File: config.mk
export PLATFORM = sky130hd
export DESIGN_NAME = bpu_update_select
export DESIGN_NICKNAME = d
export VERILOG_FILES = /design/src/bpu_pkg.sv /design/src/bpu_update_select.sv
export SDC_FILE = /design/constraint.sdc
export NUM_CORES = 1
export LEC_CHECK = 0
export BUFFER_PORTS_ARGS = -buffer_cell sky130_fd_sc_hd__buf_2
export CAP_MARGIN = 20
export CORE_AREA = 5 5 124 126
export DETAILED_ROUTE_END_ITERATION = 12
export DIE_AREA = 0 0 129 131
export SLEW_MARGIN = 25
export SYNTH_ARGS = -nofsm -noshare
export SYNTH_HDL_FRONTEND = slang
export SYNTH_SLANG_ARGS = --single-unit
File: constraint.sdc
create_clock -name vclk -period 2.98
set_input_delay 0.447 -clock vclk [all_inputs]
set_output_delay 0.447 -clock vclk [all_outputs]
set_load 0.02 [all_outputs]
File: src/bpu_pkg.sv
package bpu_pkg;

    localparam logic [31:0] BPU_INIT_PC = 32'h1c00_0000;     // fetch address out of reset
    localparam int BPU_SLOT_NUM    = 2;                        // two 4-byte slots per fetch
    localparam int BPU_BTB_IDX_LEN = 6;
    localparam int BPU_BTB_DEPTH   = 1 << BPU_BTB_IDX_LEN;     // 64 entries per slot
    localparam int BPU_TAG_LEN     = 8;
    localparam int BPU_HISTORY_LEN = 5;                        // local history bits
    localparam int BPU_PHT_PC_LEN  = 3;
    localparam int BPU_PHT_IDX_LEN = BPU_HISTORY_LEN + BPU_PHT_PC_LEN;
    localparam int BPU_PHT_DEPTH   = 1 << BPU_PHT_IDX_LEN;     // 256 counters per slot
    localparam int BPU_RAS_DEPTH   = 8;
    localparam int BPU_RAS_PTR_LEN = $clog2(BPU_RAS_DEPTH);

    typedef enum logic [1:0] {
        BR_NORMAL = 2'd0,   // conditional
        BR_JUMP   = 2'd1,   // unconditional direct
        BR_CALL   = 2'd2,
        BR_RET    = 2'd3
    } br_type_e;

    typedef struct packed {
        logic                   is_branch;  // doubles as entry valid
        logic [BPU_TAG_LEN-1:0] tag;
        br_type_e               br_type;
        logic [31:0]            target_pc;
    } bpu_btb_entry_t;

    // one record from the back end
    typedef struct packed {
        logic                       update;
        logic [31:0]                pc;
        logic                       is_branch;
        br_type_e                   br_type;
        logic [31:0]                target_pc;
        logic                       taken;
        logic                       type_miss;
        logic                       target_miss;
        logic [BPU_HISTORY_LEN-1:0] history;     // history seen at predict time
        logic [1:0]                 scnt;        // counter seen at predict time
    } correct_info_t;

    typedef struct packed {
        logic                       btb_we;
        logic                       bht_we;
        logic                       pht_we;
        logic [BPU_BTB_IDX_LEN-1:0] idx;         // shared by target and history tables
        logic [BPU_PHT_IDX_LEN-1:0] pht_idx;
        bpu_btb_entry_t             btb_wdata;
        logic [BPU_HISTORY_LEN-1:0] history_new;
        logic [1:0]                 scnt_new;
    } slot_update_t;

    typedef struct packed {
        logic                       hit;
        logic                       is_branch;
        br_type_e                   br_type;
        logic [31:0]                target_pc;
        logic                       taken;
        logic [1:0]                 scnt;
        logic [BPU_HISTORY_LEN-1:0] history;
    } slot_predict_t;

    typedef struct packed {
        logic [31:0]                        pc;
        logic [1:0]                         mask;   // bit i set, slot i is fetched
        slot_predict_t [BPU_SLOT_NUM-1:0]   pred;
    } fetch_pkg_t;

    // table index folds two address fields together
    function automatic logic [BPU_BTB_IDX_LEN-1:0] bpu_idx(input logic [31:0] pc);
        return pc[14:9] ^ pc[8:3];
    endfunction

    function automatic logic [BPU_TAG_LEN-1:0] bpu_tag(input logic [31:0] pc);
        return pc[BPU_TAG_LEN+11:12];
    endfunction

    // history on top, low address bits below
    function automatic logic [BPU_PHT_IDX_LEN-1:0] bpu_pht_idx(
        input logic [BPU_HISTORY_LEN-1:0] history,
        input logic [31:0]                pc
    );
        return {history, pc[BPU_PHT_PC_LEN+2:3]};
    endfunction

endpackage

File: src/bpu_update_select.sv
`timescale 1ns/1ps

module bpu_update_select
    import bpu_pkg::*;
(
    input  correct_info_t [1:0]               correct_infos_i,
    output slot_update_t  [BPU_SLOT_NUM-1:0]  slot_upd_o,
    output logic                              ras_push_o,
    output logic                              ras_pop_o,
    output logic [31:0]                       ras_push_addr_o
);

    correct_info_t rec;        // the record that trains this cycle
    slot_update_t  upd;        // write request before slot routing
    logic          rec_slot;   // pc bit 2 picks the slot

    // saturating step of a 2-bit counter
    function automatic logic [1:0] step_scnt(input logic [1:0] scnt, input logic taken);
        logic [1:0] nxt;
        nxt = scnt;
        if (taken && scnt != 2'b11) begin
            nxt = scnt + 2'd1;
        end else if (!taken && scnt != 2'b00) begin
            nxt = scnt - 2'd1;
        end
        return nxt;
    endfunction

    // first flagged record wins
    assign rec      = correct_infos_i[0].update ? correct_infos_i[0] : correct_infos_i[1];
    assign rec_slot = rec.pc[2];

    assign upd.btb_we  = rec.update & (rec.type_miss | rec.target_miss);
    assign upd.bht_we  = rec.update;
    assign upd.pht_we  = rec.update;
    assign upd.idx     = bpu_idx(rec.pc);
    assign upd.pht_idx = bpu_pht_idx(rec.history, rec.pc);   // index the counter was read at

    assign upd.btb_wdata.is_branch = rec.is_branch;
    assign upd.btb_wdata.tag       = bpu_tag(rec.pc);
    assign upd.btb_wdata.br_type   = rec.br_type;
    assign upd.btb_wdata.target_pc = rec.target_pc;

    // wrong type means the old history belonged to something else so it restarts
    assign upd.history_new = rec.type_miss ? {{(BPU_HISTORY_LEN-1){1'b0}}, rec.taken}
                                           : {rec.history[BPU_HISTORY_LEN-2:0], rec.taken};
    assign upd.scnt_new    = step_scnt(rec.scnt, rec.taken);

    always_comb begin
        for (int i = 0; i < BPU_SLOT_NUM; i++) begin
            slot_upd_o[i]        = upd;
            // enables only reach the addressed slot
            slot_upd_o[i].btb_we = upd.btb_we & (rec_slot == 1'(i));
            slot_upd_o[i].bht_we = upd.bht_we & (rec_slot == 1'(i));
            slot_upd_o[i].pht_we = upd.pht_we & (rec_slot == 1'(i));
        end
    end

    // return stack follows the resolved calls and returns
    assign ras_push_o      = rec.update & (rec.br_type == BR_CALL);
    assign ras_pop_o       = rec.update & (rec.br_type == BR_RET);
    assign ras_push_addr_o = rec.pc + 32'd4;   // link address

endmodule

* Word level (Yosys, flattened, before mapping) *
Index checks and enable logic that the tools add are counted.

word-level totals
  register bits after elaboration = 0
  input port bits = 156
  output and inout port bits = 168
  logic and storage cells = 24

cells by class
  add/subtract/negate cells = 3
  equality and inequality tests = 3
  multiplexer cells = 4
  bitwise logic cells = 10
  reduce and logical (&&, ||, !) cells = 4

operator list
  operator                                                            count
  78-bit 2-to-1 mux                                                   1
  32-bit by 3-bit adder with 32-bit output, second input constant     1
  1-bit bitwise AND                                                   7
  6-bit XOR                                                           1
  5-bit 2-to-1 mux                                                    1
  2-bit equality test, second input constant                          2
  2-bit 2-to-1 mux                                                    2
  2-bit by 1-bit adder with 2-bit output, second input constant       1
  1-bit logical AND                                                   2
  2-bit inequality test, second input constant                        1
  2-bit nonzero test                                                  1
  2-bit by 1-bit subtractor with 2-bit output, second input constant  1
  1-bit logical NOT                                                   1
  1-bit NOT                                                           1
  1-bit OR                                                            1

* Depth between registers and ports, before layout *
  word-level depth = 5
  depth in mapped cells = 11
  mapped depth without buffers = 8

* Worst setup path before layout *
No wires, ideal clock.

  kind = in2out
  from = input port correct_infos_i[77] in the netlist's numbering
  to = output port ras_push_addr_o[24]
  arrival time = 2.843 ns
  required time = 2.533 ns
  path slack = -0.310 ns
  cell stages on the path = 11
  buffers on the path = 3
  cells stage by stage = buf_2 > buf_2 > buf_2 > mux2i_1 > inv_1 > ha_1 > nand4b_1 > a22oi_1 > nand4b_1 > nor3_1 > xnor2_1

on the way
  word-level cells in the longest chain between the ends = 2

ends and longest elaborated chain
  what                                      RTL line                 text
  start: declaration                        bpu_update_select.sv:6   input correct_info_t [1:0] correct_infos_i,
  78-bit 2-to-1 mux                         bpu_update_select.sv:30  assign rec = correct_infos_i[0].update ? correct_infos_i[0] : correct_infos_i[1];
  32-bit by 3-bit adder with 32-bit output  bpu_update_select.sv:62  assign ras_push_addr_o = rec.pc + 32'd4;
  end: declaration                          bpu_update_select.sv:10  output logic [31:0] ras_push_addr_o

Every way passes these cells.

* Final worst setup path *
  from = input port correct_infos_i[77] in the netlist's numbering
  to = output port ras_push_addr_o[30]

Same word-level chain as after synthesis.

==> flow_metrics.py <==
metrics = {
    "final_layout": {
        "mostFrequentLayoutCells": "323 x buf_2, 49 x mux2_2, 22 x xnor2_1, 21 x mux2i_1, 19 x nor2_1",
        "final_area_um2": 3980,
        "final_common_cell": "buf_2",
        "layout-drive-gt1-share_pct": 71.0,
        "nets": 740,
        "multiInputGateArea_um2": 1940,
        "fill_cells": 1629,
        "diodes": 0,
        "layout.area.seq_um2": 0,
        "numSequentialCells": 0,
        "final_util_pct": 28.0,
        "stdcell_count": 763,
        "area_growth_pct": 63.5,
        "clock_buffers": 0,
    },
    "route": {
        "routed_wl_mm": 10.7,
        "drt_iter0_drc": 70,
        "firstDrtPassIters": 4,
        "drc": 0,
        "drt-vias-per-instance": 4.16,
        "wl_per_cell_um": 14.1,
        "final_antenna_net_count": 0,
        "vias": 3173,
    },
    "floorplanning": {
        "fp.dieArea_um2": 16900,
        "start_util_pct": 17.1,
        "io_pins": 324,
        "fp.dieH_um": 131,
        "coreArea_um2": 14200,
        "rows": 44,
        "die_w_um": 129,
    },
    "run_status": {
        "status": "finished clean",
    },
    "placement": {
        "place_ws_ns": 0.00453,
        "port_buffers": 324,
        "place_area_um2": 3950,
        "placed_cells": 761,
        "gp_congestion": 0.814,
        "hpwl_mm": 9.88,
    },
    "worst_setup_path": {
        "max_stage_delay_ns": 0.26,
        "cp_cell_sequence": "buf_4 -> mux2_4 -> ha_4 -> nand4_1 -> a22oi_2 -> nand4b_1 -> buf_4 -> nor4_4 -> xnor2_2 -> buf_2",
        "startpoint_type": "primary input",
        "end_kind": "output port",
        "path_max_fanout": 21,
        "cp.arrival_ns": 2.36,
        "criticalPathCategory": "primary input to output port",
        "cpMostUsedCell": "buf_4",
        "worstPathRequired_ns": 2.53,
        "slowest_stage": "buf_4",
        "cp_num_buf_inv": 3,
        "cp_top_family": "buffers and inverters",
    },
    "synthesis": {
        "synth_cells": 316,
        "synth_compound_area_share_pct": 7.81,
        "syn_avg_cell_area_um2": 7.71,
        "synth_top_area_share_pct": 23.1,
        "synth_xor_area_share_pct": 12.6,
        "synth_area_leader_cell": "mux2_2",
        "muxShareOfSynthArea_pct": 32.2,
        "yosys.area_share.simple_pct": 21.3,
        "synth_warnings": 0,
        "yosysSeqAreaShare_pct": 0,
        "syn_area_um2": 2430,
        "synthesis.nets": 475,
        "synthDistinctLibCells": 41,
        "netlist_top_cells_area": "mux2_2 23%, buf_4 20%, xnor2_1 9.7%",
        "synth_top_family_by_area": "multiplexers",
        "synth_adder_area_share_pct": 1.54,
    },
    "power_and_ir_drop": {
        "p_leak_nw": 2.13,
        "power_density_nw_per_um2": 218,
        "power_mw": 0.868,
        "ir_drop_mv": 0.102,
    },
    "sta": {
        "tightest_slew_ns": 0.428,
        "hold_violations": 0,
        "worst_slack_ns": 0.170,
        "post-route-period-util_pct": 94.3,
        "period_needed_ns": 2.81,
        "rsz0062_at_grt": "no",
        "max_freq_ghz": 0.356,
        "finalMaxSlewViolations": 0,
        "relSlewSlack_pct": 70.6,
        "finalHoldWorstSlack_ns": 1.24,
        "setup_violations": 0,
        "fin_tns_setup_ns": 0,
    },
    "grt": {
        "grt_start_max_net_pins": 34,
        "antenna_found_initial": 0,
        "grt_pass1_wl_mm": 15.1,
        "track_usage_pct": 10.7,
        "grt_overflow": 0,
        "grt_pass1_vias": 3096,
    },
    "run": {
        "drv_cap": 0,
    },
    "min_path": {
        "hold_class": "primary input to output port",
    },
}
==> power breakdown <==
group / total [mW] / switching (mW) / internal [mW]
Clock: 0 / 0 / 0
Combinational: 0.868 / 0.524 / 0.344
Sequential: 0 / 0 / 0
Total: 0.868 / 0.524 / 0.344
==> cell usage after synthesis, drive strengths merged (2+ instances only) <==
master,count
a21oi,6
a22oi,4
a31oi,3
a32oi,2
and2,2
buf,78
ha,3
inv,9
mux2,50
mux2i,22
nand2,17
nand2b,2
nand3,11
nand3b,6
nand4,8
nand4b,5
nor2,19
nor2b,9
nor3,5
o21ai,7
xnor2,27
xor2,8
==> kinds of logic after synthesis <==
family / after synthesis
AO/OA/AOI/OAI: 28
XOR/XNOR: 35
adder cells (fa/ha/maj): 3
buffers and inverters: 88
multiplexers: 72
AND/OR/NAND/NOR: 90
==> path summary, 6_finish.rpt <==
kind                             start             endpoint  slack (ns)  depth (start not counted)
hold / removal    correct_infos_i[124]   ras_push_addr_o[1]        1.24                          3
setup / recovery   correct_infos_i[77]  ras_push_addr_o[30]        0.17                         10
==> layout make-up <==
type / count / share of cell area (%)
well taps: 184 / 5.78
inverters: 9 / 0.849
multi-input cells: 228 / 48.9
repair buffers: 342 / 44.5
==> per-layer routing <==
metal,GRT usage [%],up-vias,share of wire [%]
met4,0,0,0
met3,1.38,0,9.2
met2,19.5,180,50
met1,14.5,1417,41
li1,-,1576,-
met5,0,-,0
==> what timing repair did <==
item | in CTS | in global routing
resized for setup | 0 | 4
buffers inserted | 2 | 0
hold buffers | 0 | 0
pin swaps | 1 | 0
endpoints found under the setup margin | 1 | 3
Note: power is estimated with default switching activity, not from simulation.
