<file path="config.mk">
export PLATFORM = sky130hd
export DESIGN_NAME = bpu_ras
export DESIGN_NICKNAME = d
export VERILOG_FILES = /design/src/bpu_pkg.sv /design/src/bpu_ras.sv
export SDC_FILE = /design/constraint.sdc
export NUM_CORES = 1
export LEC_CHECK = 0
export BUFFER_PORTS_ARGS = -buffer_cell sky130_fd_sc_hd__buf_2
export CORE_MARGIN = 2
export CORE_UTILIZATION = 54
export DETAILED_ROUTE_END_ITERATION = 8
export PLACE_DENSITY = 0.75
export SYNTH_ARGS = -nofsm -noshare
export SYNTH_HDL_FRONTEND = slang
export SYNTH_SLANG_ARGS = --single-unit
</file>
<file path="constraint.sdc">
create_clock -name clk -period 3.15 [get_ports clk]
set_clock_uncertainty 0.1 [all_clocks]
set_input_delay 0.1575 -clock clk [delete_from_list [all_inputs] [get_ports clk]]
set_output_delay 0.1575 -clock clk [all_outputs]
set_load 0.05 [all_outputs]
</file>
<file path="src/bpu_pkg.sv">
package bpu_pkg;

    localparam logic [31:0] BPU_INIT_PC = 32'h1c00_0000;     // fetch address out of reset
    localparam int BPU_SLOT_NUM    = 2;                        // two 4-byte slots per fetch
    localparam int BPU_BTB_IDX_LEN = 6;
    localparam int BPU_BTB_DEPTH   = 1 << BPU_BTB_IDX_LEN;     // 64 entries per slot
    localparam int BPU_TAG_LEN     = 8;
    localparam int BPU_HISTORY_LEN = 5;                        // local history bits
    localparam int BPU_PHT_PC_LEN  = 3;
    localparam int BPU_PHT_IDX_LEN = BPU_HISTORY_LEN + BPU_PHT_PC_LEN;
    localparam int BPU_PHT_DEPTH   = 1 << BPU_PHT_IDX_LEN;     // 256 counters per slot
    localparam int BPU_RAS_DEPTH   = 8;
    localparam int BPU_RAS_PTR_LEN = $clog2(BPU_RAS_DEPTH);

    typedef enum logic [1:0] {
        BR_NORMAL = 2'd0,   // conditional
        BR_JUMP   = 2'd1,   // unconditional direct
        BR_CALL   = 2'd2,
        BR_RET    = 2'd3
    } br_type_e;

    typedef struct packed {
        logic                   is_branch;  // doubles as entry valid
        logic [BPU_TAG_LEN-1:0] tag;
        br_type_e               br_type;
        logic [31:0]            target_pc;
    } bpu_btb_entry_t;

    // one record from the back end
    typedef struct packed {
        logic                       update;
        logic [31:0]                pc;
        logic                       is_branch;
        br_type_e                   br_type;
        logic [31:0]                target_pc;
        logic                       taken;
        logic                       type_miss;
        logic                       target_miss;
        logic [BPU_HISTORY_LEN-1:0] history;     // history seen at predict time
        logic [1:0]                 scnt;        // counter seen at predict time
    } correct_info_t;

    typedef struct packed {
        logic                       btb_we;
        logic                       bht_we;
        logic                       pht_we;
        logic [BPU_BTB_IDX_LEN-1:0] idx;         // shared by target and history tables
        logic [BPU_PHT_IDX_LEN-1:0] pht_idx;
        bpu_btb_entry_t             btb_wdata;
        logic [BPU_HISTORY_LEN-1:0] history_new;
        logic [1:0]                 scnt_new;
    } slot_update_t;

    typedef struct packed {
        logic                       hit;
        logic                       is_branch;
        br_type_e                   br_type;
        logic [31:0]                target_pc;
        logic                       taken;
        logic [1:0]                 scnt;
        logic [BPU_HISTORY_LEN-1:0] history;
    } slot_predict_t;

    typedef struct packed {
        logic [31:0]                        pc;
        logic [1:0]                         mask;   // bit i set, slot i is fetched
        slot_predict_t [BPU_SLOT_NUM-1:0]   pred;
    } fetch_pkg_t;

    // table index folds two address fields together
    function automatic logic [BPU_BTB_IDX_LEN-1:0] bpu_idx(input logic [31:0] pc);
        return pc[14:9] ^ pc[8:3];
    endfunction

    function automatic logic [BPU_TAG_LEN-1:0] bpu_tag(input logic [31:0] pc);
        return pc[BPU_TAG_LEN+11:12];
    endfunction

    // history on top, low address bits below
    function automatic logic [BPU_PHT_IDX_LEN-1:0] bpu_pht_idx(
        input logic [BPU_HISTORY_LEN-1:0] history,
        input logic [31:0]                pc
    );
        return {history, pc[BPU_PHT_PC_LEN+2:3]};
    endfunction

endpackage

</file>
<file path="src/bpu_ras.sv">
`timescale 1ns/1ps

module bpu_ras
    import bpu_pkg::*;
(
    input  logic        clk,
    input  logic        rst_n,
    input  logic        push_i,
    input  logic        pop_i,
    input  logic [31:0] push_addr_i,
    output logic [31:0] top_o
);

    logic [31:0]                stack_q [BPU_RAS_DEPTH];
    logic [BPU_RAS_PTR_LEN-1:0] top_ptr_q;   // newest entry
    logic [BPU_RAS_PTR_LEN-1:0] w_ptr_q;     // next free slot
    logic [BPU_RAS_PTR_LEN:0]   cnt_q;       // live entries with msb set when full
    logic                       empty;

    assign empty = (cnt_q == '0);
    assign top_o = empty ? 32'd0 : stack_q[top_ptr_q];

    // stack storage
    always_ff @(posedge clk) begin
        if (push_i) begin
            stack_q[w_ptr_q] <= push_addr_i;
        end
    end

    always_ff @(posedge clk) begin
        if (!rst_n) begin
            top_ptr_q <= '1;   // one below the write pointer
            w_ptr_q   <= '0;
            cnt_q     <= '0;
        end else if (push_i) begin
            top_ptr_q <= w_ptr_q;
            w_ptr_q   <= w_ptr_q + 1'b1;   // wraps and drops the oldest entry
            if (!cnt_q[BPU_RAS_PTR_LEN]) begin
                cnt_q <= cnt_q + 1'b1;
            end
        end else if (pop_i && !empty) begin
            w_ptr_q   <= top_ptr_q;
            top_ptr_q <= top_ptr_q - 1'b1;
            cnt_q     <= cnt_q - 1'b1;
        end
    end

endmodule

</file>
Word-level counts from Yosys, hierarchy flattened
Memories as Yosys holds them, arrays and structs flattened. A register that Yosys moved wholly into a read port is not among the register bits.
Index checks and enable logic that the tools add are counted.

word-level totals
  register bits = 10
  memory bits (writable) = 256
  input port bits = 36
  output and inout bits = 32
  memories = 1

memories
  name     words  width  rd ports  clocked after memory_dff  wr ports  line           text
  stack_q  8      32     1         1                         1         bpu_ras.sv:14  logic [31:0] stack_q [BPU_RAS_DEPTH];

cells by class
  add/subtract/negate cells = 4
  eq/ne operators = 1
  mux-type cells = 12
  reduce and logical (&&, ||, !) cells = 5

operators by type and width
  kind                                                                 count
  32-bit 2-to-1 mux                                                    1
  3-bit 2-to-1 mux                                                     6
  4-bit 2-to-1 mux                                                     3
  4-bit by 1-bit adder with 4-bit output (second input constant)       1
  4-bit zero test                                                      1
  4-bit by 1-bit subtractor with 4-bit output (second input constant)  1
  3-bit by 1-bit adder with 3-bit output (second input constant)       1
  3-bit by 1-bit subtractor with 3-bit output (second input constant)  1
  1-bit 2-to-1 mux                                                     2
  2-bit inequality test (second input constant)                        1
  2-bit AND reduction                                                  1
  2-bit nonzero test                                                   1
  1-bit logical AND                                                    1
  1-bit zero test                                                      1

Logic depth before layout (Yosys ltp)
Gate-level depths: netlist of run 1.

  depth after elaboration = 7
  depth in mapped cells = 8

Worst setup path before layout of run 1
No wires, ideal clock.

  kind = input port to flip-flop
  start point = input push_i
  end point = memory stack_q[2][0] (enable)
  library setup time = 0.461 ns
  arrival time = 2.790 ns
  slack = -0.201 ns
  cell stages on the path = 3
  cell sequence = clkbuf_1 -> nand2_1 -> nor3_1

on the way
  word-level cells in the longest chain between the ends = 2

RTL lines
  item                                    line           text
  start, declared                         bpu_ras.sv:8   input logic push_i,
  1-bit 2-to-1 mux                        bpu_ras.sv:25  if (push_i) begin
  1-bit 2-to-1 mux (not written as such)  bpu_ras.sv:26  stack_q[w_ptr_q] <= push_addr_i;
  end, declared                           bpu_ras.sv:14

Every way passes these cells.

Worst setup path after layout of run 1
  start point = register cnt_q[0]
  end point = output top_o[31]

on the way
  word-level cells in the longest chain between the ends = 2

RTL lines
  item                    line           text
  start, declared         bpu_ras.sv:17  logic [BPU_RAS_PTR_LEN:0] cnt_q;
  start signal, assigned  bpu_ras.sv:39  cnt_q <= cnt_q + 1'b1;
  start signal, assigned  bpu_ras.sv:44  cnt_q <= cnt_q - 1'b1;
  4-bit zero test         bpu_ras.sv:20  assign empty = (cnt_q == '0);
  32-bit 2-to-1 mux       bpu_ras.sv:21  assign top_o = empty ? 32'd0 : stack_q[top_ptr_q];
  end, declared           bpu_ras.sv:11  output logic [31:0] top_o

Every way passes these cells.

==> key figures, run 1 <==
Run status
  • Status: finished clean

Final layout
  • Fill cells: 1246
  • Layout area overhead: 18.4%
  • Finished Core Util: 0.653
  • Ant. Diodes: 0
  • Post-layout instance area: 12300 µm²
  • Nets: 638
  • Footprint of the multi-input gates: 2290 µm²
  • FF/Latch Area: 7950 µm²
  • Ratio of cells with drive above 1 in the final layout: 0.328

Detailed routing
  • Routed len/inst: 23.2 µm
  • Antenna Nets Post-Route: 0
  • WL final: 19700 µm
  • Drt first pass iters: 5
  • Vias per inst: 6.08
  • Vias: 5184
  • Drt drc: 0
  • 1st-iter DRT viols: 357

Synthesis
  • FF+latch count, synth: 269
  • Synth area leaders: edfxtp_1 (74%), mux4_2 (14%), a22o_1 (2.7%)
  • Most frequent cell after synthesis: edfxtp_1
  • Post-synth top cells: edfxtp_1 (256), mux4_2 (64), a22o_1 (32)
  • Dominant synthesized flop cell: edfxtp_1
  • Async set-reset flop share out of synthesis: 0
  • Yosys warns: 0
  • Post-Syn Nets: 514
  • Sequential fraction of the synthesis area: 0.768
  • Yosys cell types: 39
  • Post-Synthesis Cells: 474
  • Synth top area share: 0.743
  • Post-synth EDFFs: 256
  • Avg Cell Area, Syn: 21.8 µm²
  • Cell area after synthesis: 10300 µm²
  • Post-synth top area cell: edfxtp_1

Floorplan
  • Starting density of the core: 0.551
  • Die height: 142 µm
  • Die ar.: 20300 µm²
  • Die width: 142 µm
  • Io pins: 68
  • Core Region: 18800 µm²
  • Row cnt: 50

Timing
  • Final setup fails: 0
  • Number of max-slew violations in the final report: 0
  • RSZ-0062 raised after global routing: false
  • Post-layout min period: 2990 ps
  • Final hold slack: 66.1 ps
  • Max Freq: 0.335 GHz
  • Setup TNS: 0 ps
  • Final hold viol count: 0
  • Post-route clock period utilization: 0.949
  • Slew Limit Headroom: 0.602
  • Tightest Pin Transition: 595 ps

Placement
  • DP HPWL: 11500 µm
  • Placed inst area: 11100 µm²
  • IO buf count: 67
  • Gp weighted congestion: 0.784

Clock tree
  • Num CTS Buffers: 26
  • Setup bufs post-CTS: 0
  • Clk Latency, worst-skew pair: 510 ps
  • CTS hold repair buffers: 34
  • Clock-pin slew on the worst setup and hold paths: 60 ps
  • TritonCTS clock tree: built
  • CTS sink count: 269
  • Clock root buffer master: clkbuf_16
  • Resize count post-CTS: 0
  • H-tree levels: 1
  • CTS Buffer Depth: 3

Global routing
  • Global-route wire length before repair: 30700 µm
  • Total GRT Usage: 0.199
  • Total grt overflow: 0
  • Largest net degree at the start of global routing: 33
  • Antenna violations before repair: 0
  • Vias in the first global route: 5472

Job
  • Max_cap viols: 0

Critical path
  • RR Startpoint: w_ptr_q[0]$_SDFFE_PN0P_
  • Critical Path AT: 2730 ps
  • Worst setup EP type: output pin
  • CP required: 2890 ps
  • Crit path from: cnt_q[0]$_SDFFE_PN0P_
  • CP Class: reg2out
  • CP Launch Type: flop
  • CP max FO: 16

Pwr
  • Worst vdd ir: 0.574 mV
  • PD cells: 705 nW/µm²
  • LEAKAGE: 0.00416 µW
  • Tot Pwr: 8640 µW

Min path
  • Worst hold path type: in2reg
  • Hold Path Origin: push_i
per-stage QoR:
step | cells | setup WS, ps
floorplan | 474 | 655
global placement | 770 | 786
detailed placement | 770 | 705
CTS | 852 | 151
global route | 852 | 25.2
finish | 852 | 162
worst paths after layout:
| path | endpoint | slack (ps) | cells after the start |
|---|---|---|---|
| worst max-delay path | top_o[31] | 160 | 7 |
| worst min-delay path | w_ptr_q[2]$_SDFFE_PN0P_ | 70 | 3 |
| worst max register to register | stack_q[1][22]$_DFFE_PP_ | 1070 | 3 |
| worst min register to register | w_ptr_q[1]$_SDFFE_PN0P_ | 430 | 2 |
power by group:
| group | leakage [µW] | internal, µW | total [µW] | switching (µW) |
|---|---|---|---|---|
| clock network | 0.000399 | 1670 | 2900 | 1230 |
| registers | 0.00243 | 4080 | 4180 | 99.1 |
| logic | 0.00132 | 548 | 1550 | 1000 |
sequential cells by signal, summed over array words and instances, names as in the netlist, named ones only:
| name | count |
|---|---|
| stack_q | 256 |
| cnt_q | 4 |
| top_ptr_q | 3 |
| w_ptr_q | 3 |
cells by family (layout without fill, tap and decap cells):
group	count (synthesis)	after routing	synth area share
muxes	64	64	0.139
and+or+nand+nor	40	40	0.0207
AOI/OAI and AO/OA	61	61	0.0491
DFF	269	269	0.768
buffers and inverters	36	180	0.0183
adders and majority gates	4	4	0.00484
cells in the final DEF, fill, tap and decap left out, types with 4 or more instances in the layout:
master,count
dlygate4sd3_1,34
a22o_1,32
clkinv_2,5
ha_1,4
a311oi_1,5
nor2_4,7
edfxtp_1,256
buf_2,67
mux4_2,64
clkbuf_1,7
clkbuf_16,26
dfxtp_1,11
inv_1,9
clkinv_1,5
buf_4,19
nand2_1,8
worst max-delay path, cell delays in order (launching register included):
cell     delay (ps)
dfxtp_1         390
inv_1            80
ha_1            260
nor3b_2         240
nor2_4          400
buf_4           350
a22o_1          210
buf_2           280
layer usage:
layer | track usage | share of wire | vias to the layer above
met5 | 0 | 0 | -
met4 | 0.0573 | 0.019 | 0
met2 | 0.341 | 0.52 | 171
met3 | 0.0303 | 0.051 | 29
li1 | - | - | 2276
met1 | 0.270 | 0.41 | 2708
cell type report:
| type | count | area share |
|---|---|---|
| clock buffer | 36 | 0.0586 |
| clock inverter | 12 | 0.00735 |
| inverter | 9 | 0.00276 |
| multi-input combinational | 169 | 0.187 |
| sequential | 269 | 0.649 |
| tap | 234 | 0.0239 |
| timing repair buffer | 123 | 0.0717 |
(Power assumes the default switching activity.)
==> run 2, diff against run 1 <==
- PLACE_DENSITY: 0.75 -> not set
- PLACE_DENSITY_LB_ADDON: not set -> 0.15
==> key figures, run 2 (synthesized netlist as in run 1, its figures left out) <==
Run status
  • Status: finished clean (unchanged)

Final layout
  • Biggest regs: stack_q (256), cnt_q (4) (unchanged)
  • Top reg by flops: stack_q (unchanged)
  • Ratio of cells with drive above 1 in the final layout: 0.323 (was 0.328)
  • Largest register FFs: 256 (unchanged)
  • Most frequent cells in the layout: edfxtp_1 (256), buf_2 (67), mux4_2 (64) (unchanged)
  • Nets: 638 (unchanged)
  • Ant. Diodes: 0 (unchanged)
  • Most common cell after layout, fill and taps aside: edfxtp_1 (unchanged)
  • Layout area overhead: 18.2% (was 18.4%)

Critical path
  • Critical Path AT: 2610 ps (was 2730 ps)
  • CP Cell Sequence: inv_1 -> ha_1 -> or3b_4 -> and2_4 -> a22o_1 -> buf_2 (was inv_1 -> ha_1 -> nor3b_2 -> nor2_4 -> buf_4 -> a22o_1 -> buf_2)
  • Crit path from: cnt_q[0]$_SDFFE_PN0P_ (unchanged)
  • CP Buf/Inv Count: 2 (was 3)
  • FF-to-FF setup slack: 1070 ps (about the same)
  • CP Launch Type: flop (unchanged)
  • CP required: 2890 ps (about the same)
  • Critical path's slowest cell: and2_4 (was nor2_4)
  • Worst setup EP type: output pin (unchanged)
  • Max incr delay on CP: 470 ps (was 400 ps)
  • CP Class: reg2out (unchanged)
  • RR Startpoint: w_ptr_q[0]$_SDFFE_PN0P_ (unchanged)
  • CP max FO: 32 (was 16)
  • CP top delay family: simple AND/OR/NAND/NOR gates (was buffers and inverters)

Clock tree
  • Clock-pin slew on the worst setup and hold paths: 60 ps (about the same)
  • CTS Buffer Depth: 3 (unchanged)
  • TritonCTS clock tree: built (unchanged)
  • CTS sink count: 269 (unchanged)
  • Num CTS Buffers: 27 (was 26)
  • Clk Latency, worst-skew pair: 510 ps (about the same)
  • H-tree levels: 1 (unchanged)
  • Clock root buffer master: clkbuf_16 (unchanged)
  • Setup bufs post-CTS: 0 (unchanged)

Detailed routing
  • Metal-1 WL: 8310 µm (was 7990 µm)
  • Vias per inst: 6.08 (about the same)
  • Routed len/inst: 23.1 µm (was 23.2 µm)
  • Highest metal used: met4 (unchanged)
  • Antenna Nets Post-Route: 0 (unchanged)
  • WL final: 19700 µm (about the same)
  • Routed wl met3: 1290 µm (was 1010 µm)
  • Drt drc: 0 (unchanged)
  • Vias: 5170 (was 5184)
  • Drt first pass iters: 5 (unchanged)
  • Routed wl met2: 9770 µm (was 10400 µm)
  • 1st-iter DRT viols: 363 (was 357)

Floorplan
  • Row cnt: 50 (unchanged)
  • Starting density of the core: 0.551 (unchanged)
  • Die ar.: 20300 µm² (unchanged)
  • Io pins: 68 (unchanged)
  • Core Region: 18800 µm² (unchanged)
  • Die width: 142 µm (unchanged)
  • Die height: 142 µm (unchanged)

Timing
  • Final hold viol count: 0 (unchanged)
  • Post-route clock period utilization: 0.909 (was 0.949)
  • Worst setup margin: 287 ps (was 162 ps)
  • Setup TNS: 0 ps (unchanged)
  • Post-layout min period: 2860 ps (was 2990 ps)
  • RSZ-0062 raised after global routing: false (unchanged)
  • Max Freq: 0.349 GHz (was 0.335 GHz)
  • Number of max-slew violations in the final report: 0 (unchanged)
  • Final setup fails: 0 (unchanged)
  • Final hold slack: 43.3 ps (was 66.1 ps)
  • Tightest Pin Transition: 635 ps (was 595 ps)
  • Slew Limit Headroom: 0.576 (was 0.602)

Placement
  • Place WS: 706 ps (was 705 ps)
  • IO buf count: 67 (unchanged)
  • DP HPWL: 11100 µm (was 11500 µm)
  • Gp weighted congestion: 0.734 (was 0.784)

Pwr
  • Worst vdd ir: 0.618 mV (was 0.574 mV)
  • LEAKAGE: 0.00413 µW (was 0.00416 µW)
  • PD cells: 704 nW/µm² (was 705 nW/µm²)

Global routing
  • Antenna violations before repair: 0 (unchanged)
  • Vias in the first global route: 5301 (was 5472)
  • Largest net degree at the start of global routing: 35 (was 33)
  • Global-route wire length before repair: 30300 µm (was 30700 µm)
  • Total GRT Usage: 0.200 (was 0.199)
  • Total grt overflow: 0 (unchanged)

Min path
  • Hold Path Origin: push_i (unchanged)
  • Worst hold path type: in2reg (unchanged)

Job
  • Max_cap viols: 0 (unchanged)
[run 2: cell count changes in the layout (fill, tap and decap cells not counted), sizes merged]
cell,previous run,this run
clkinv,11,12
clkbuf,36,34
clkinvlp,0,1
buf,89,88
[run 2: report_power, final]
part / total [µW] / internal [µW] / switching, µW
clock: 2870 / 1640 / 1230
sequential: 4170 / 4090 / 82.9
combinational: 1570 / 557 / 1010
total: 8610 / 6280 / 2320
[run 2: area by class of cell]
cell class / count / area [µm²]
sequential: 269 / 7950
fill: 1272 / 6540
multi-input combinational: 169 / 2290
timing repair buffer: 122 / 871
clock buffer: 34 / 702
tap: 234 / 293
clock inverter: 14 / 86.3
inverter: 9 / 33.8
[run 2: timing repair]
item | in CTS | in global routing
hold buffers | 34 | 0
endpoints found under the hold margin | 265 | 0
setup endpoints to repair | 0 | 1
resized for setup | 0 | 1
[run 2: routing by layer]
layer / global-route usage / vias up
li1: - / 2271
met4: 0.0422 / 0
met3: 0.0303 / 26
met5: 0 / -
met2: 0.331 / 186
met1: 0.287 / 2687
[run 2: path summary, 6_finish.rpt]
kind / end / depth (start not counted)
setup / recovery: top_o[9] / 6
hold reg to reg: w_ptr_q[2]$_SDFFE_PN0P_ / 2
hold / removal: w_ptr_q[2]$_SDFFE_PN0P_ / 3
setup reg to reg: stack_q[1][4]$_DFFE_PP_ / 3
[run 2: worst reg2reg max path, cell delays in order, from the launching register on]
cell     delay (ps)
dfxtp_1         570
nand2_1         220
nor2_4          540
buf_4           340
[run 2: stage by stage]
stage	std cells	cell area (µm²)	utilization	total power (µW)
2_1_floorplan	474	10400	-	5400
3_3_place_gp	769	11100	0.591	5750
3_5_place_dp	769	11100	0.591	5780
4_1_cts	851	12200	0.651	8680
5_1_grt	851	12200	0.652	8910
6_report	851	12200	0.652	8610
