## src/bpu_pkg.sv

```systemverilog
package bpu_pkg;

    localparam logic [31:0] BPU_INIT_PC = 32'h1c00_0000;     // fetch address out of reset
    localparam int BPU_SLOT_NUM    = 2;                        // two 4-byte slots per fetch
    localparam int BPU_BTB_IDX_LEN = 6;
    localparam int BPU_BTB_DEPTH   = 1 << BPU_BTB_IDX_LEN;     // 64 entries per slot
    localparam int BPU_TAG_LEN     = 8;
    localparam int BPU_HISTORY_LEN = 5;                        // local history bits
    localparam int BPU_PHT_PC_LEN  = 3;
    localparam int BPU_PHT_IDX_LEN = BPU_HISTORY_LEN + BPU_PHT_PC_LEN;
    localparam int BPU_PHT_DEPTH   = 1 << BPU_PHT_IDX_LEN;     // 256 counters per slot
    localparam int BPU_RAS_DEPTH   = 8;
    localparam int BPU_RAS_PTR_LEN = $clog2(BPU_RAS_DEPTH);

    typedef enum logic [1:0] {
        BR_NORMAL = 2'd0,   // conditional
        BR_JUMP   = 2'd1,   // unconditional direct
        BR_CALL   = 2'd2,
        BR_RET    = 2'd3
    } br_type_e;

    typedef struct packed {
        logic                   is_branch;  // doubles as entry valid
        logic [BPU_TAG_LEN-1:0] tag;
        br_type_e               br_type;
        logic [31:0]            target_pc;
    } bpu_btb_entry_t;

    // one record from the back end
    typedef struct packed {
        logic                       update;
        logic [31:0]                pc;
        logic                       is_branch;
        br_type_e                   br_type;
        logic [31:0]                target_pc;
        logic                       taken;
        logic                       type_miss;
        logic                       target_miss;
        logic [BPU_HISTORY_LEN-1:0] history;     // history seen at predict time
        logic [1:0]                 scnt;        // counter seen at predict time
    } correct_info_t;

    typedef struct packed {
        logic                       btb_we;
        logic                       bht_we;
        logic                       pht_we;
        logic [BPU_BTB_IDX_LEN-1:0] idx;         // shared by target and history tables
        logic [BPU_PHT_IDX_LEN-1:0] pht_idx;
        bpu_btb_entry_t             btb_wdata;
        logic [BPU_HISTORY_LEN-1:0] history_new;
        logic [1:0]                 scnt_new;
    } slot_update_t;

    typedef struct packed {
        logic                       hit;
        logic                       is_branch;
        br_type_e                   br_type;
        logic [31:0]                target_pc;
        logic                       taken;
        logic [1:0]                 scnt;
        logic [BPU_HISTORY_LEN-1:0] history;
    } slot_predict_t;

    typedef struct packed {
        logic [31:0]                        pc;
        logic [1:0]                         mask;   // bit i set, slot i is fetched
        slot_predict_t [BPU_SLOT_NUM-1:0]   pred;
    } fetch_pkg_t;

    // table index folds two address fields together
    function automatic logic [BPU_BTB_IDX_LEN-1:0] bpu_idx(input logic [31:0] pc);
        return pc[14:9] ^ pc[8:3];
    endfunction

    function automatic logic [BPU_TAG_LEN-1:0] bpu_tag(input logic [31:0] pc);
        return pc[BPU_TAG_LEN+11:12];
    endfunction

    // history on top, low address bits below
    function automatic logic [BPU_PHT_IDX_LEN-1:0] bpu_pht_idx(
        input logic [BPU_HISTORY_LEN-1:0] history,
        input logic [31:0]                pc
    );
        return {history, pc[BPU_PHT_PC_LEN+2:3]};
    endfunction

endpackage

```

## src/bpu_fetch_select.sv

```systemverilog
`timescale 1ns/1ps

module bpu_fetch_select
    import bpu_pkg::*;
(
    input  logic                              clk,
    input  logic                              rst_n,
    input  logic                              flush_i,
    input  logic                              ready_i,
    input  logic [31:0]                       redir_addr_i,
    input  slot_predict_t [BPU_SLOT_NUM-1:0]  slot_pred_i,
    input  logic [31:0]                       ras_top_i,
    output logic [31:0]                       fetch_pc_o,
    output fetch_pkg_t                        fetch_o
);

    logic [31:0]                      pc_q;
    logic [31:0]                      pc_next;
    logic [31:0]                      pc_seq;     // next aligned pair
    logic                             slot0_act;  // slot 0 lies on the fetch path
    logic                             slot0_br;   // fetch leaves from slot 0
    logic [1:0]                       mask;
    slot_predict_t [BPU_SLOT_NUM-1:0] pred;       // predictions after return fixup

    // fetch address register where flush beats stall
    always_ff @(posedge clk) begin
        if (!rst_n) begin
            pc_q <= BPU_INIT_PC;
        end else if (flush_i) begin
            pc_q <= redir_addr_i;
        end else if (ready_i) begin
            pc_q <= pc_next;
        end
    end

    // returns take their target from the stack
    always_comb begin
        for (int i = 0; i < BPU_SLOT_NUM; i++) begin
            pred[i] = slot_pred_i[i];
            if (slot_pred_i[i].hit && slot_pred_i[i].br_type == BR_RET) begin
                pred[i].target_pc = ras_top_i;
            end
        end
    end

    assign pc_seq    = {pc_q[31:3] + 29'd1, 3'b000};
    assign slot0_act = ~pc_q[2];                   // entered at bit 2 set skips slot 0
    assign slot0_br  = slot0_act & pred[0].taken;

    // slot 1 is dropped behind a taken slot 0
    assign mask = {~slot0_br, slot0_act};

    always_comb begin
        pc_next = pc_seq;
        if (slot0_br) begin
            pc_next = pred[0].target_pc;
        end else if (pred[1].taken) begin
            pc_next = pred[1].target_pc;
        end
    end

    assign fetch_pc_o   = pc_q;
    assign fetch_o.pc   = pc_q;
    assign fetch_o.mask = mask;
    assign fetch_o.pred = pred;

endmodule

```

## config.mk

```make
export PLATFORM = sky130hd
export DESIGN_NAME = bpu_fetch_select
export DESIGN_NICKNAME = d
export VERILOG_FILES = /design/src/bpu_pkg.sv /design/src/bpu_fetch_select.sv
export SDC_FILE = /design/constraint.sdc
export NUM_CORES = 1
export LEC_CHECK = 0
export ABC_CLOCK_PERIOD_IN_PS = 3970
export BUFFER_PORTS_ARGS = -buffer_cell sky130_fd_sc_hd__buf_4
export CAP_MARGIN = 10
export CORE_AREA = 2 2 119 121
export CTS_CLUSTER_SIZE = 12
export DETAILED_ROUTE_END_ITERATION = 10
export DIE_AREA = 0 0 121 123
export GPL_ROUTABILITY_DRIVEN = 0
export HOLD_SLACK_MARGIN = 0.12
export PLACE_DENSITY = 0.67
export SYNTH_ARGS = -nofsm -noshare
export SYNTH_HDL_FRONTEND = slang
export SYNTH_SLANG_ARGS = --single-unit
```

## constraint.sdc

```tcl
create_clock -name clk -period 3.97 [get_ports clk]
set_input_delay 0.1985 -clock clk [delete_from_list [all_inputs] [get_ports clk]]
set_output_delay 0.1985 -clock clk [all_outputs]
set_load 0.01 [all_outputs]
```

Word level (Yosys, flattened, before mapping)
Index checks and enable logic that the tools add are counted.
{ "totals": {"latchBits": 0, "wordCells": 16, "in_bits": 156, "reg_bits": 32, "ramBits": 0, "rom_bits": 0, "memories": 0} }
{ "op_classes": {"n_eq_ne": 2, "mul": 0, "add_sub_neg": 1, "div": 0, "order_cmp": 0, "n_bitwise": 3, "shift": 0, "mux": 6, "reduce_logical": 3} }
{ "ops": {"columns": ["cell", "n"], "rows": [
  ["two-way mux 32 bit", 6],
  ["adder 29 x 1 -> 29 bit (second input constant)", 1],
  ["equality test 2 bit (second input constant)", 2],
  ["logical AND 1 bit", 2],
  ["inverter 1 bit", 2],
  ["nonzero test 2 bit", 1],
  ["bitwise AND 1 bit", 1]
]} }

Logic depth before layout (Yosys ltp)
Gate-level depths: netlist (run 1).
{ "logic_depth": {"word_depth": 7, "mapped_depth": 9, "depth_no_buf": 7} }

Worst setup path after synthesis (run 1)
Ideal clock, no wire load.
{ "synth_path": {"path_type": "reg-to-reg", "from": "reg pc_q[3], in the netlist fetch_pc_o[3]", "to": "reg pc_q[21], in the netlist fetch_pc_o[21]", "period_less_slack_ns": 1.772, "setup_ns": 0.070, "setup_slack_ns": 2.198, "stages_incl_launch_ff": 8, "arrival_time_ns": 1.702, "path_buffers": 0, "required_time_ns": 3.900, "cell_sequence": "dfxtp_1 ha_1 and4_2 and4_4 nand3_1 xor2_1 a21o_1 a21oi_1"} }
{ "synth_via": {"elab_chain_cells": 5} }
{ "synth_lines": {"columns": ["element", "line", "text"], "rows": [
  ["start, declared", "bpu_fetch_select.sv:17", "logic [31:0] pc_q;"],
  ["start signal, assigned", "bpu_fetch_select.sv:30", "pc_q <= redir_addr_i;"],
  ["start signal, assigned", "bpu_fetch_select.sv:32", "pc_q <= pc_next;"],
  ["adder 29 x 1 -> 29 bit", "bpu_fetch_select.sv:46", "assign pc_seq = {pc_q[31:3] + 29'd1, 3'b000};"],
  ["two-way mux 32 bit", "bpu_fetch_select.sv:57", "end else if (pred[1].taken) begin"],
  ["two-way mux 32 bit", "bpu_fetch_select.sv:55", "if (slot0_br) begin"],
  ["two-way mux 32 bit", "bpu_fetch_select.sv:31", "end else if (ready_i) begin"],
  ["two-way mux 32 bit", "bpu_fetch_select.sv:29", "end else if (flush_i) begin"]
]} }
No other way between the ends. The select of a mux whose other input is x is not followed.
A chain may end at the register's enable or synchronous reset.

Worst setup path after layout (run 1)
{ "layout_path": {"from": "reg pc_q[2], in the netlist fetch_pc_o[2]", "to": "reg pc_q[29], in the netlist fetch_pc_o[29]"} }
{ "layout_via": {"elab_chain_cells": 5} }
{ "layout_lines": {"columns": ["element", "line", "text"], "rows": [
  ["inverter 1 bit", "bpu_fetch_select.sv:47", "assign slot0_act = ~pc_q[2];"],
  ["bitwise AND 1 bit", "bpu_fetch_select.sv:48", "assign slot0_br = slot0_act & pred[0].taken;"],
  ["two-way mux 32 bit", "bpu_fetch_select.sv:55", null],
  ["two-way mux 32 bit", "bpu_fetch_select.sv:31", null],
  ["two-way mux 32 bit", "bpu_fetch_select.sv:29", null]
]} }
No other way between the ends. The select of a mux whose other input is x is not followed.

==> impl_results.md, run 1 <==
- Worst-Skew Late Latency: approximately 0.28 ns
- Status: complete, no violations
- Hold_sp: redir_addr_i[2]
- Pre-CTS setup slack: about 1.7 ns
- RSZ-0062 raised after global routing: no
- WP buf/inv: 2
- Vias: 4,589
- Clk buf depth: 2
- Drt wl/cell: ~20 um
- Max_cap viols: 0
- CTS sink cnt: 32
- Postcts setup bufs: 0
- Hold path depth: 2
- Layout area overhead: 50.90%
- Worst setup path start: fetch_pc_o[2]
- Layout filler cell count: around 1,400
- Ys Warns: 0
- Max_slew headroom: 0.4387
- First-pass GRT wire length: ~25,000 um
- Iter 0 DRT Violations: about 320
- Htree depth: 2
- Crit Path Class: reg -> reg
- Initial antenna violation count: 0
- Worst R2R Path Depth: 7
- Die height: roughly 120 um
- Worst Setup End Kind: register
- DRT Pass-1 Iters: 4
- Overall routing resource usage: 0.2225
- Seq/Total Area, Yosys: 0.1676
- P_leak: between 2 and 3 nW
- Vias in the first global route: around 4,500
- Slowest cell on crit path: inv_1
- Grt total ovfl: 0
- Max FFs per register: 32
- Combinational share of power: 0.402
- Flops & latches, synth: 32
- DR vias/cell: 5.305
- CP Data Required Time: 4.16 ns
- Clock group share of total power: 0.324
- Share of total power in sequential cells: 0.274
- Total I/O pin count: between 300 and 400
- HP Class: in -> reg
- Pwr Density: between 200 and 300 nW/um2
- Routed wire length: between 15,000 and 20,000 um
- R2R setup slack: 1.79 ns
- Delay-heaviest family, CP: buffers and inverters
- Die W: between 100 and 150 um
- Max Clock Freq: about 0.46 GHz
- Syn Area/Cell: between 7 and 8 um2
- Root Buffer: clkbuf_16
- Fin crit share: 0.5482
- Hold_buf cts: 0
- Post-cts resize count: 0
- Setup Total Neg Slack: 0 ns
- CTS tree: done
- Final Max Slew Viols: 0
- VDD IR max: between 0.1 and 0.15 mV
- Slowest stage delay, CP: about 0.54 ns
- Post-detail-place hpwl: 13,200 um
- Cell area after synthesis: roughly 3800 um2
- Ys async rst share: 0
- Layout cells sized above 1: 0.5416
- Diode count: 0
- Sink of the worst hold path: fetch_pc_o[2]
- Reg2Reg Capture Point: fetch_pc_o[29]
- # setup viols final: 0
- Syn_nets: 644
- Post-synth EDFFs: 0
- Area of the multi-input gates: approximately 2600 um2
- Net switching power: 0.0004927 W
- Largest net degree at the start of global routing: 52
- Synth cell types: 69
- Pint: around 0.001 W
- Final nets: about 840
- PortBufs: about 280
- Critical Path AT: 2.37 ns
- Reg clk slew, reported paths: around 0.060 ns
- Final ANT Viol Nets: 0
- Worst-path cell chain: nor2b_4, inv_2, nand2_1, inv_1, a22o_1, nor3_1, nor4_1
- Min Tclk post-route: between 2 and 2.5 ns
- Die ar.: between 10,000 and 15,000 um2
- FF+latch area: about 640 um2
- Mapped Cells: roughly 490
- Crit-path max FO: 16
- Final hold violation count: 0
- Final worst setup slack: between 1.5 and 2 ns
- Remaining DRCs: 0
- Sw Ratio: 0.3295
- Row cnt: 43
- Core area: between 10,000 and 15,000 um2
- Crit Reg-Reg Startpoint: fetch_pc_o[2]
- CP Launch Type: register
- Slew @ Worst Pin: around 0.84 ns
- Initial cell density of the core: 0.2808
- Final clock skew: between 0.008 and 0.009 ns
- Num CTS Buffers: 5
- Primary FF master, synth: dfxtp_1
==> cells in the mapped netlist (3+ instances only) <==
library cell	number	area (um2)
buf_4	58	435.4
mux2_2	56	630.6
nand2_1	48	180.2
dfxtp_1	32	640.6
o21ai_0	27	135.1
a21oi_1	26	130.1
clkbuf_1	21	78.83
nor2_1	21	78.83
nand3_1	12	60.06
nor3_1	12	60.06
buf_2	10	50.05
nand4_1	9	56.30
o211ai_1	9	67.56
a221oi_1	8	70.07
xnor2_1	8	70.07
a211oi_1	7	52.55
a31oi_1	7	43.79
inv_1	7	26.28
or3_1	7	43.79
xor2_1	7	61.31
a31o_2	5	43.79
and2_1	5	31.28
and3_1	5	31.28
a21boi_0	4	30.03
a221o_1	4	40.04
a22o_1	4	35.03
and4_1	4	35.03
mux2_1	4	45.04
nand2b_1	4	25.02
a21o_1	3	22.52
nand3_2	3	30.03
o22ai_1	3	18.77
==> worst register-to-register path, stage by stage, from the launching register on <==
cell and delay, ns:
dfxtp_1 0.43, nor2b_4 0.06, inv_2 0.30, nand2_1 0.13, inv_1 0.54, a22o_1 0.28
nor3_1 0.07, nor4_1 0.27
==> layout make-up <==
| cell class | instances | area share |
|---|---|---|
| Tap cell | 180 | 0.03905 |
| Clock buffer | 7 | 0.02646 |
| Inverter | 8 | 0.005206 |
| Clock inverter | 1 | 0.005206 |
| Multi-Input combinational cell | 356 | 0.4473 |
| Sequential cell | 32 | 0.1111 |
| Timing Repair Buffer | 281 | 0.3657 |
==> power groups by stage <==
| stage | combinational (W) | clock [W] | sequential, W |
|---|---|---|---|
| after floorplan | 0.000321 | 0 | 0.000405 |
| after global routing | 0.000650 | 0.000502 | 0.000415 |
| final | 0.000601 | 0.000485 | 0.000409 |
| after detailed placement | 0.000604 | 0 | 0.000415 |
| after CTS | 0.000606 | 0.000499 | 0.000409 |
| after global placement | 0.000602 | 0 | 0.000415 |
==> routing by layer <==
metal | wire length (um) | part of all wire | global-route usage | up-vias
li1 | - | - | - | 2151
met2 | 8531 | 0.49 | 0.4066 | 250
met5 | 0 | 0 | 0 | -
met3 | 1452 | 0.084 | 0.04566 | 24
met1 | 6994 | 0.40 | 0.2651 | 2164
met4 | 295 | 0.017 | 0.05669 | 0
==> logic make-up after synthesis <==
| kind of cell | Yosys count | synth area share |
|---|---|---|
| flip-flops | 32 | 0.1676 |
| adder cells (fa/ha/maj) | 1 | 0.003273 |
| AND/OR/NAND/NOR | 147 | 0.2173 |
| XOR/XNOR | 15 | 0.03437 |
| multiplexers | 61 | 0.1807 |
| AO/OA/AOI/OAI | 132 | 0.2373 |
| buffers and inverters | 99 | 0.1594 |
==> how the worst max path moves through the flow <==
stage / end / slack, ns / depth (start not counted)
after floorplan: fetch_pc_o[21] / 2.20 / 7
after global placement: fetch_pc_o[18] / 1.76 / 8
after detailed placement: fetch_pc_o[18] / 1.72 / 8
after CTS: fetch_pc_o[29] / 1.81 / 7
after global routing: fetch_pc_o[29] / 1.68 / 7
final: fetch_pc_o[29] / 1.79 / 7
==> layout by cell type, fill, tap and decap left out, types with 3 or more instances in the layout <==
cell and count:
xnor2_1 8, inv_1 7, nand2b_1 4, nand3_2 3
nor2_1 21, a221o_1 4, a31o_2 5, a21o_1 3
xor2_1 7, nand3_1 12, a221oi_1 8, mux2_2 56
a211oi_1 7, o21ai_0 27, a22o_1 4, nand4_1 9
o22ai_1 3, mux2_1 4, buf_4 281, and2_1 5
a31oi_1 7, a21boi_0 4, o211ai_1 9, and3_1 5
a21oi_1 26, nand2_1 48, and4_1 4, or3_1 7
nor3_1 12, clkbuf_16 5, dfxtp_1 32
==> metrics by stage <==
stage                     cells  power [W]  hold slack [ns]  utilization  instance area (um2)
final                       865   0.001495           0.1409       0.4238                 5768
after global routing        865   0.001568           0.1508       0.4238                 5768
after CTS                   865   0.001514           0.1381       0.4238                 5768
after detailed placement    857   0.001019           0.3971       0.4103                 5585
after global placement      857   0.001017           0.3971       0.4103                 5585
after floorplan             487  0.0007265           0.3363            -                 3822
Power figures use the tool's default switching activity.
==> inputs of run 2 (changes only) <==
ABC_CLOCK_PERIOD_IN_PS = 2100   (was 3970)
CORE_AREA = 2 2 120 122   (was 2 2 119 121)
DIE_AREA = 0 0 122 124   (was 0 0 121 123)
PLACE_DENSITY = 0.66   (was 0.67)
clock period = 2.1 ns   (was 3.97 ns; I/O delays follow)
==> impl_results.md, run 2 (synthesis gave the netlist of run 1 again) <==
- Status: complete, no violations
- Grt total ovfl: 0
- Postcts setup bufs: 0
- Reg clk slew, reported paths: 0.06 ns
- Final clock skew: roughly 0.0048 ns
- First-pass GRT wire length: about 26,000 um
- Pre-CTS setup slack: 0.1565 ns
- Clk buf depth: 2
- Final hold violation count: 0
- Final Max Slew Viols: 0
- Worst Setup End Kind: register
- Slew @ Worst Pin: 0.4574 ns
- Area of the multi-input gates: ~2600 um2
- Slowest cell on crit path: dfxtp_2
- RSZ-0062 raised after global routing: no
- Remaining DRCs: 0
- Max FFs per register: 32
- Layout filler cell count: between 1,000 and 1,500
- PortBufs: about 280
- Final nets: 882
- CTS sink cnt: 32
- Pwr Total: 0.002840 W
- Crit-path max FO: 7
- Row cnt: 43
- R2R setup slack: 0.24 ns
- FF+latch area: roughly 640 um2
- Placed cell area: 5826 um2
- Crit Path Class: reg -> reg
- Htree depth: 2
- CTS tree: done
- Layout cells sized above 1: 0.5551
- Largest net degree at the start of global routing: 37
- Worst-path cell chain: ha_1, and4_2, nand4_2, nor2_4, a311o_1, nor2_1, nor4_1
- CP Data Required Time: roughly 2.3 ns
- Max_cap viols: 0
- Layout area overhead: 59.08%
- Most frequent cells in the layout: buf_4 (313), mux2_2 (56), nand2_1 (48), dfxtp_1 (31), o21ai_0 (27)
- Final ANT Viol Nets: 0
- DRT Pass-1 Iters: 5
- Initial antenna violation count: 0
- Die W: approximately 120 um
- Overall routing resource usage: 0.2255
- Min Tclk post-route: 1.862 ns
- Setup Total Neg Slack: 0 ns
- Vias: roughly 4,700
- Worst-Skew Late Latency: between 0.2 and 0.3 ns
- HP Class: in -> reg
- Drt wl/cell: 19.59 um
- Fin area: between 6000 and 7000 um2
- Total I/O pin count: between 300 and 400
- Final worst setup slack: 0.2385 ns
- Critical Path AT: 2.04 ns
- Max_slew headroom: 0.6939
- Num CTS Buffers: 5
- VDD IR max: between 0.2 and 0.3 mV
- Diode count: 0
- Die ar.: between 15,000 and 20,000 um2
- Post-detail-place hpwl: ~14,000 um
- Iter 0 DRT Violations: 264
- Vias in the first global route: 4,578
- Post-Place Cells: between 800 and 900
- Most common cell after layout, fill and taps aside: buf_4
- Initial cell density of the core: 0.2786
- Pwr Density: 467.0 nW/um2
- Slowest stage delay, CP: just under 0.4 ns
- # setup viols final: 0
- WP buf/inv: 0
- Layout Cells excl Fill: around 910
- DR vias/cell: between 5 and 6
- Routed wire length: around 18,000 um
- Core area: 13,720 um2
- CP Launch Type: register
- Max Clock Freq: between 0.5 and 0.6 GHz
- Delay-heaviest family, CP: simple AND/OR/NAND/NOR gates
- Die height: between 100 and 150 um
- Root Buffer: clkbuf_16
- P_leak: 2.852 nW
- Fin crit share: 0.8865
[run 2: cell count changes in the layout (fill, tap and decap cells not counted), sizes merged]
cell	change
buf	+32
clkbuf	-1
clkinv	+1
dlygate4sd3	+9
[run 2: power breakdown]
| group | leakage (nW) | total, W | switching, W | internal (W) |
|---|---|---|---|---|
| Sequential | 0.266 | 0.000719 | 0.0000593 | 0.000660 |
| Combinational | 2.50 | 0.00128 | 0.000605 | 0.000676 |
| Clock | 0.0808 | 0.000840 | 0.000282 | 0.000558 |
| Total | 2.85 | 0.00284 | 0.000946 | 0.00189 |
[run 2: final cells by class]
cell class | instances | share of cell area
well taps | 180 | 0.03704
multi-input cells | 356 | 0.4243
repair buffers | 322 | 0.4012
flip-flops and latches | 32 | 0.1056
inverters | 8 | 0.004938
clock inverters | 2 | 0.005761
clock buffers | 6 | 0.02119
[run 2: worst paths after layout]
kind | startpoint | endpoint | cells after the start
setup / recovery | fetch_pc_o[3] | fetch_pc_o[29] | 7
hold / removal | redir_addr_i[13] | fetch_pc_o[13] | 3
setup reg to reg | fetch_pc_o[3] | fetch_pc_o[29] | 7
hold reg to reg | fetch_pc_o[31] | fetch_pc_o[31] | 2
[run 2: repair_timing]
action / 4_1_cts / 5_1_grt
endpoints found under the hold margin: 9 / 0
hold buffers: 9 / 0
endpoints found under the setup margin: 0 / 1
gates resized for setup: 0 / 1
[run 2: worst min-delay path, delay by kind of cell]
family | cells | cell delay [ns]
AO/OA/AOI/OAI | 2 | 0.19
buffers and inverters | 1 | 0.08
[run 2: metal layers]
| layer | GRT usage | share of wire | vias to the layer above |
|---|---|---|---|
| met2 | 0.4057 | 0.49 | 245 |
| met5 | 0 | 0 | - |
| li1 | - | - | 2223 |
| met1 | 0.2759 | 0.40 | 2180 |
| met4 | 0.04095 | 0.010 | 0 |
| met3 | 0.05311 | 0.095 | 16 |
[run 2: through the flow]
step / util / hold slack, ns
2_1_floorplan: - / 0.2428
3_3_place_gp: 0.4246 / 0.2101
3_5_place_dp: 0.4246 / 0.2101
4_1_cts: 0.4431 / 0.1274
5_1_grt: 0.4432 / 0.1642
6_report: 0.4432 / 0.1310
==> inputs of run 3 (changes only) <==
==> constraint.sdc (replaced) <==
create_clock -name clk -period 2.1 [get_ports clk]
set_input_delay 0.42 -clock clk [delete_from_list [all_inputs] [get_ports clk]]
set_output_delay 0.42 -clock clk [all_outputs]
set_load 0.01 [all_outputs]
==> impl_results.md, run 3 (synthesis gave the netlist of run 1 again) <==
- Reg2Reg Capture Point: fetch_pc_o[29]
- Initial cell density of the core: 0.2786
- CTS sink cnt: 32
- Worst-Skew Late Latency: about 0.28 ns
- Most common cell after layout, fill and taps aside: buf_4
- Htree depth: 2
- Layout filler cell count: ~1,400
- Layout area overhead: 59.15%
- Crit-path max FO: 14
- R2R setup slack: ~0.20 ns
- Min Tclk post-route: roughly 2 ns
- Core area: about 14,000 um2
- Sink of the worst hold path: fetch_pc_o[6]
- Root Buffer: clkbuf_16
- Diode count: 0
- Reg clk slew, reported paths: 0.06 ns
- DR vias/cell: 5.159
- Num CTS Buffers: 5
- Max_slew headroom: 0.6689
- Routed wire length: around 18,000 um
- Initial antenna violation count: 0
- Final clock skew: between 0.003 and 0.004 ns
- Hold_buf cts: 0
- Fin crit share: 0.9616
- Vias in the first global route: 4,552
- Worst R2R Path Depth: 7
- Pwr Density: between 400 and 500 nW/um2
- Die ar.: ~15,000 um2
- # setup viols final: 0
- Post-detail-place hpwl: 14,330 um
- Max Clock Freq: 0.4952 GHz
- PortBufs: ~280
- CP Launch Type: input pin
- Remaining DRCs: 0
- Critical Path AT: approximately 1.6 ns
- Vias: ~4,700
- Layout cells sized above 1: 0.5651
- Most frequent cells in the layout: buf_4 (315), mux2_2 (56), nand2_1 (48), dfxtp_1 (32), o21ai_0 (27)
- Die W: around 120 um
- DRT Pass-1 Iters: 5
- Hold path depth: 3
- Worst Setup End Kind: output pin
- Final ANT Viol Nets: 0
- Hold_sp: redir_addr_i[6]
- Crit Path Class: in -> out
- Slew @ Worst Pin: 0.4960 ns
- CTS tree: done
- VDD IR max: roughly 0.26 mV
- Pwr Total: between 0.002 and 0.003 W
- Crit Reg-Reg Startpoint: fetch_pc_o[3]
- Drt wl/cell: 19.65 um
- Post-cts resize count: 0
- Layout Cells excl Fill: around 900
- Max_cap viols: 0
- Total I/O pin count: 310
- Setup Total Neg Slack: 0 ns
- Largest net degree at the start of global routing: 34
- Iter 0 DRT Violations: about 240
- Fin area: 6083 um2
- CP Data Required Time: 1.68 ns
- First-pass GRT wire length: about 26,000 um
- Final hold violation count: 0
- Die height: about 120 um
- Final Max Slew Viols: 0
- Final nets: between 800 and 900
- Row cnt: 43
- Placed cell area: just under 6000 um2
- HP Class: in -> reg
- Overall routing resource usage: 0.2255
- Postcts setup bufs: 0
- Max FFs per register: 32
- RSZ-0062 raised after global routing: no
- Status: complete, no violations
- Post-Place Cells: approximately 900
- P_leak: approximately 2.9 nW
- Grt total ovfl: 0
- Clk buf depth: 2
-- run 3: area by class of cell --
type | count | area [um2] | share of cell area
Inverter | 8 | 30.03 | 0.004936
Timing Repair Buffer | 318 | 2425 | 0.3986
Clock inverter | 1 | 30.03 | 0.004936
Clock buffer | 7 | 152.6 | 0.02509
Multi-Input combinational cell | 356 | 2580 | 0.4241
Tap cell | 180 | 225.2 | 0.03702
Sequential cell | 32 | 640.6 | 0.1053
-- run 3: worst max-delay path, stage by stage --
cell and delay (ns):
buf_4 0.12, nand3_2 0.21, buf_4 0.30, mux2_2 0.39
buf_4 0.15
-- run 3: how the worst max path moves through the flow --
stage	start	to	slack, ns	cells past startpoint
after floorplan	slot_pred_i[40]	fetch_pc_o[14]	0.25	6
after global placement	slot_pred_i[40]	fetch_pc_o[14]	-0.02	6
after detailed placement	slot_pred_i[40]	fetch_pc_o[14]	-0.007	6
after CTS	slot_pred_i[40]	fetch_o[21]	0.07	5
after global routing	slot_pred_i[40]	fetch_o[10]	0.03	5
final	slot_pred_i[40]	fetch_o[10]	0.08	5
-- run 3: through the flow --
step | utilization | hold slack (ns) | setup WS, ns
6_report | 0.4434 | 0.3742 | 0.08073
3_3_place_gp | 0.4301 | 0.5127 | -0.02298
4_1_cts | 0.4434 | 0.3702 | 0.07008
2_1_floorplan | - | 0.5111 | 0.2511
5_1_grt | 0.4434 | 0.3765 | 0.03117
3_5_place_dp | 0.4301 | 0.5126 | -0.006889
-- run 3: power by group --
part	leakage [nW]	switching, W	internal [W]	total, W
registers	0.266	0.0000632	0.000659	0.000722
logic	2.51	0.000591	0.000675	0.00127
clock network	0.0901	0.000298	0.000626	0.000924
total	2.86	0.000952	0.00196	0.00291
-- run 3: per-layer routing --
metal / vias to the layer above / routed length (um) / global-route usage
met5: - / 0 / 0
met3: 28 / 1483 / 0.04487
li1: 2222 / - / -
met2: 240 / 8774 / 0.4029
met1: 2163 / 7123 / 0.2768
met4: 0 / 344 / 0.05747
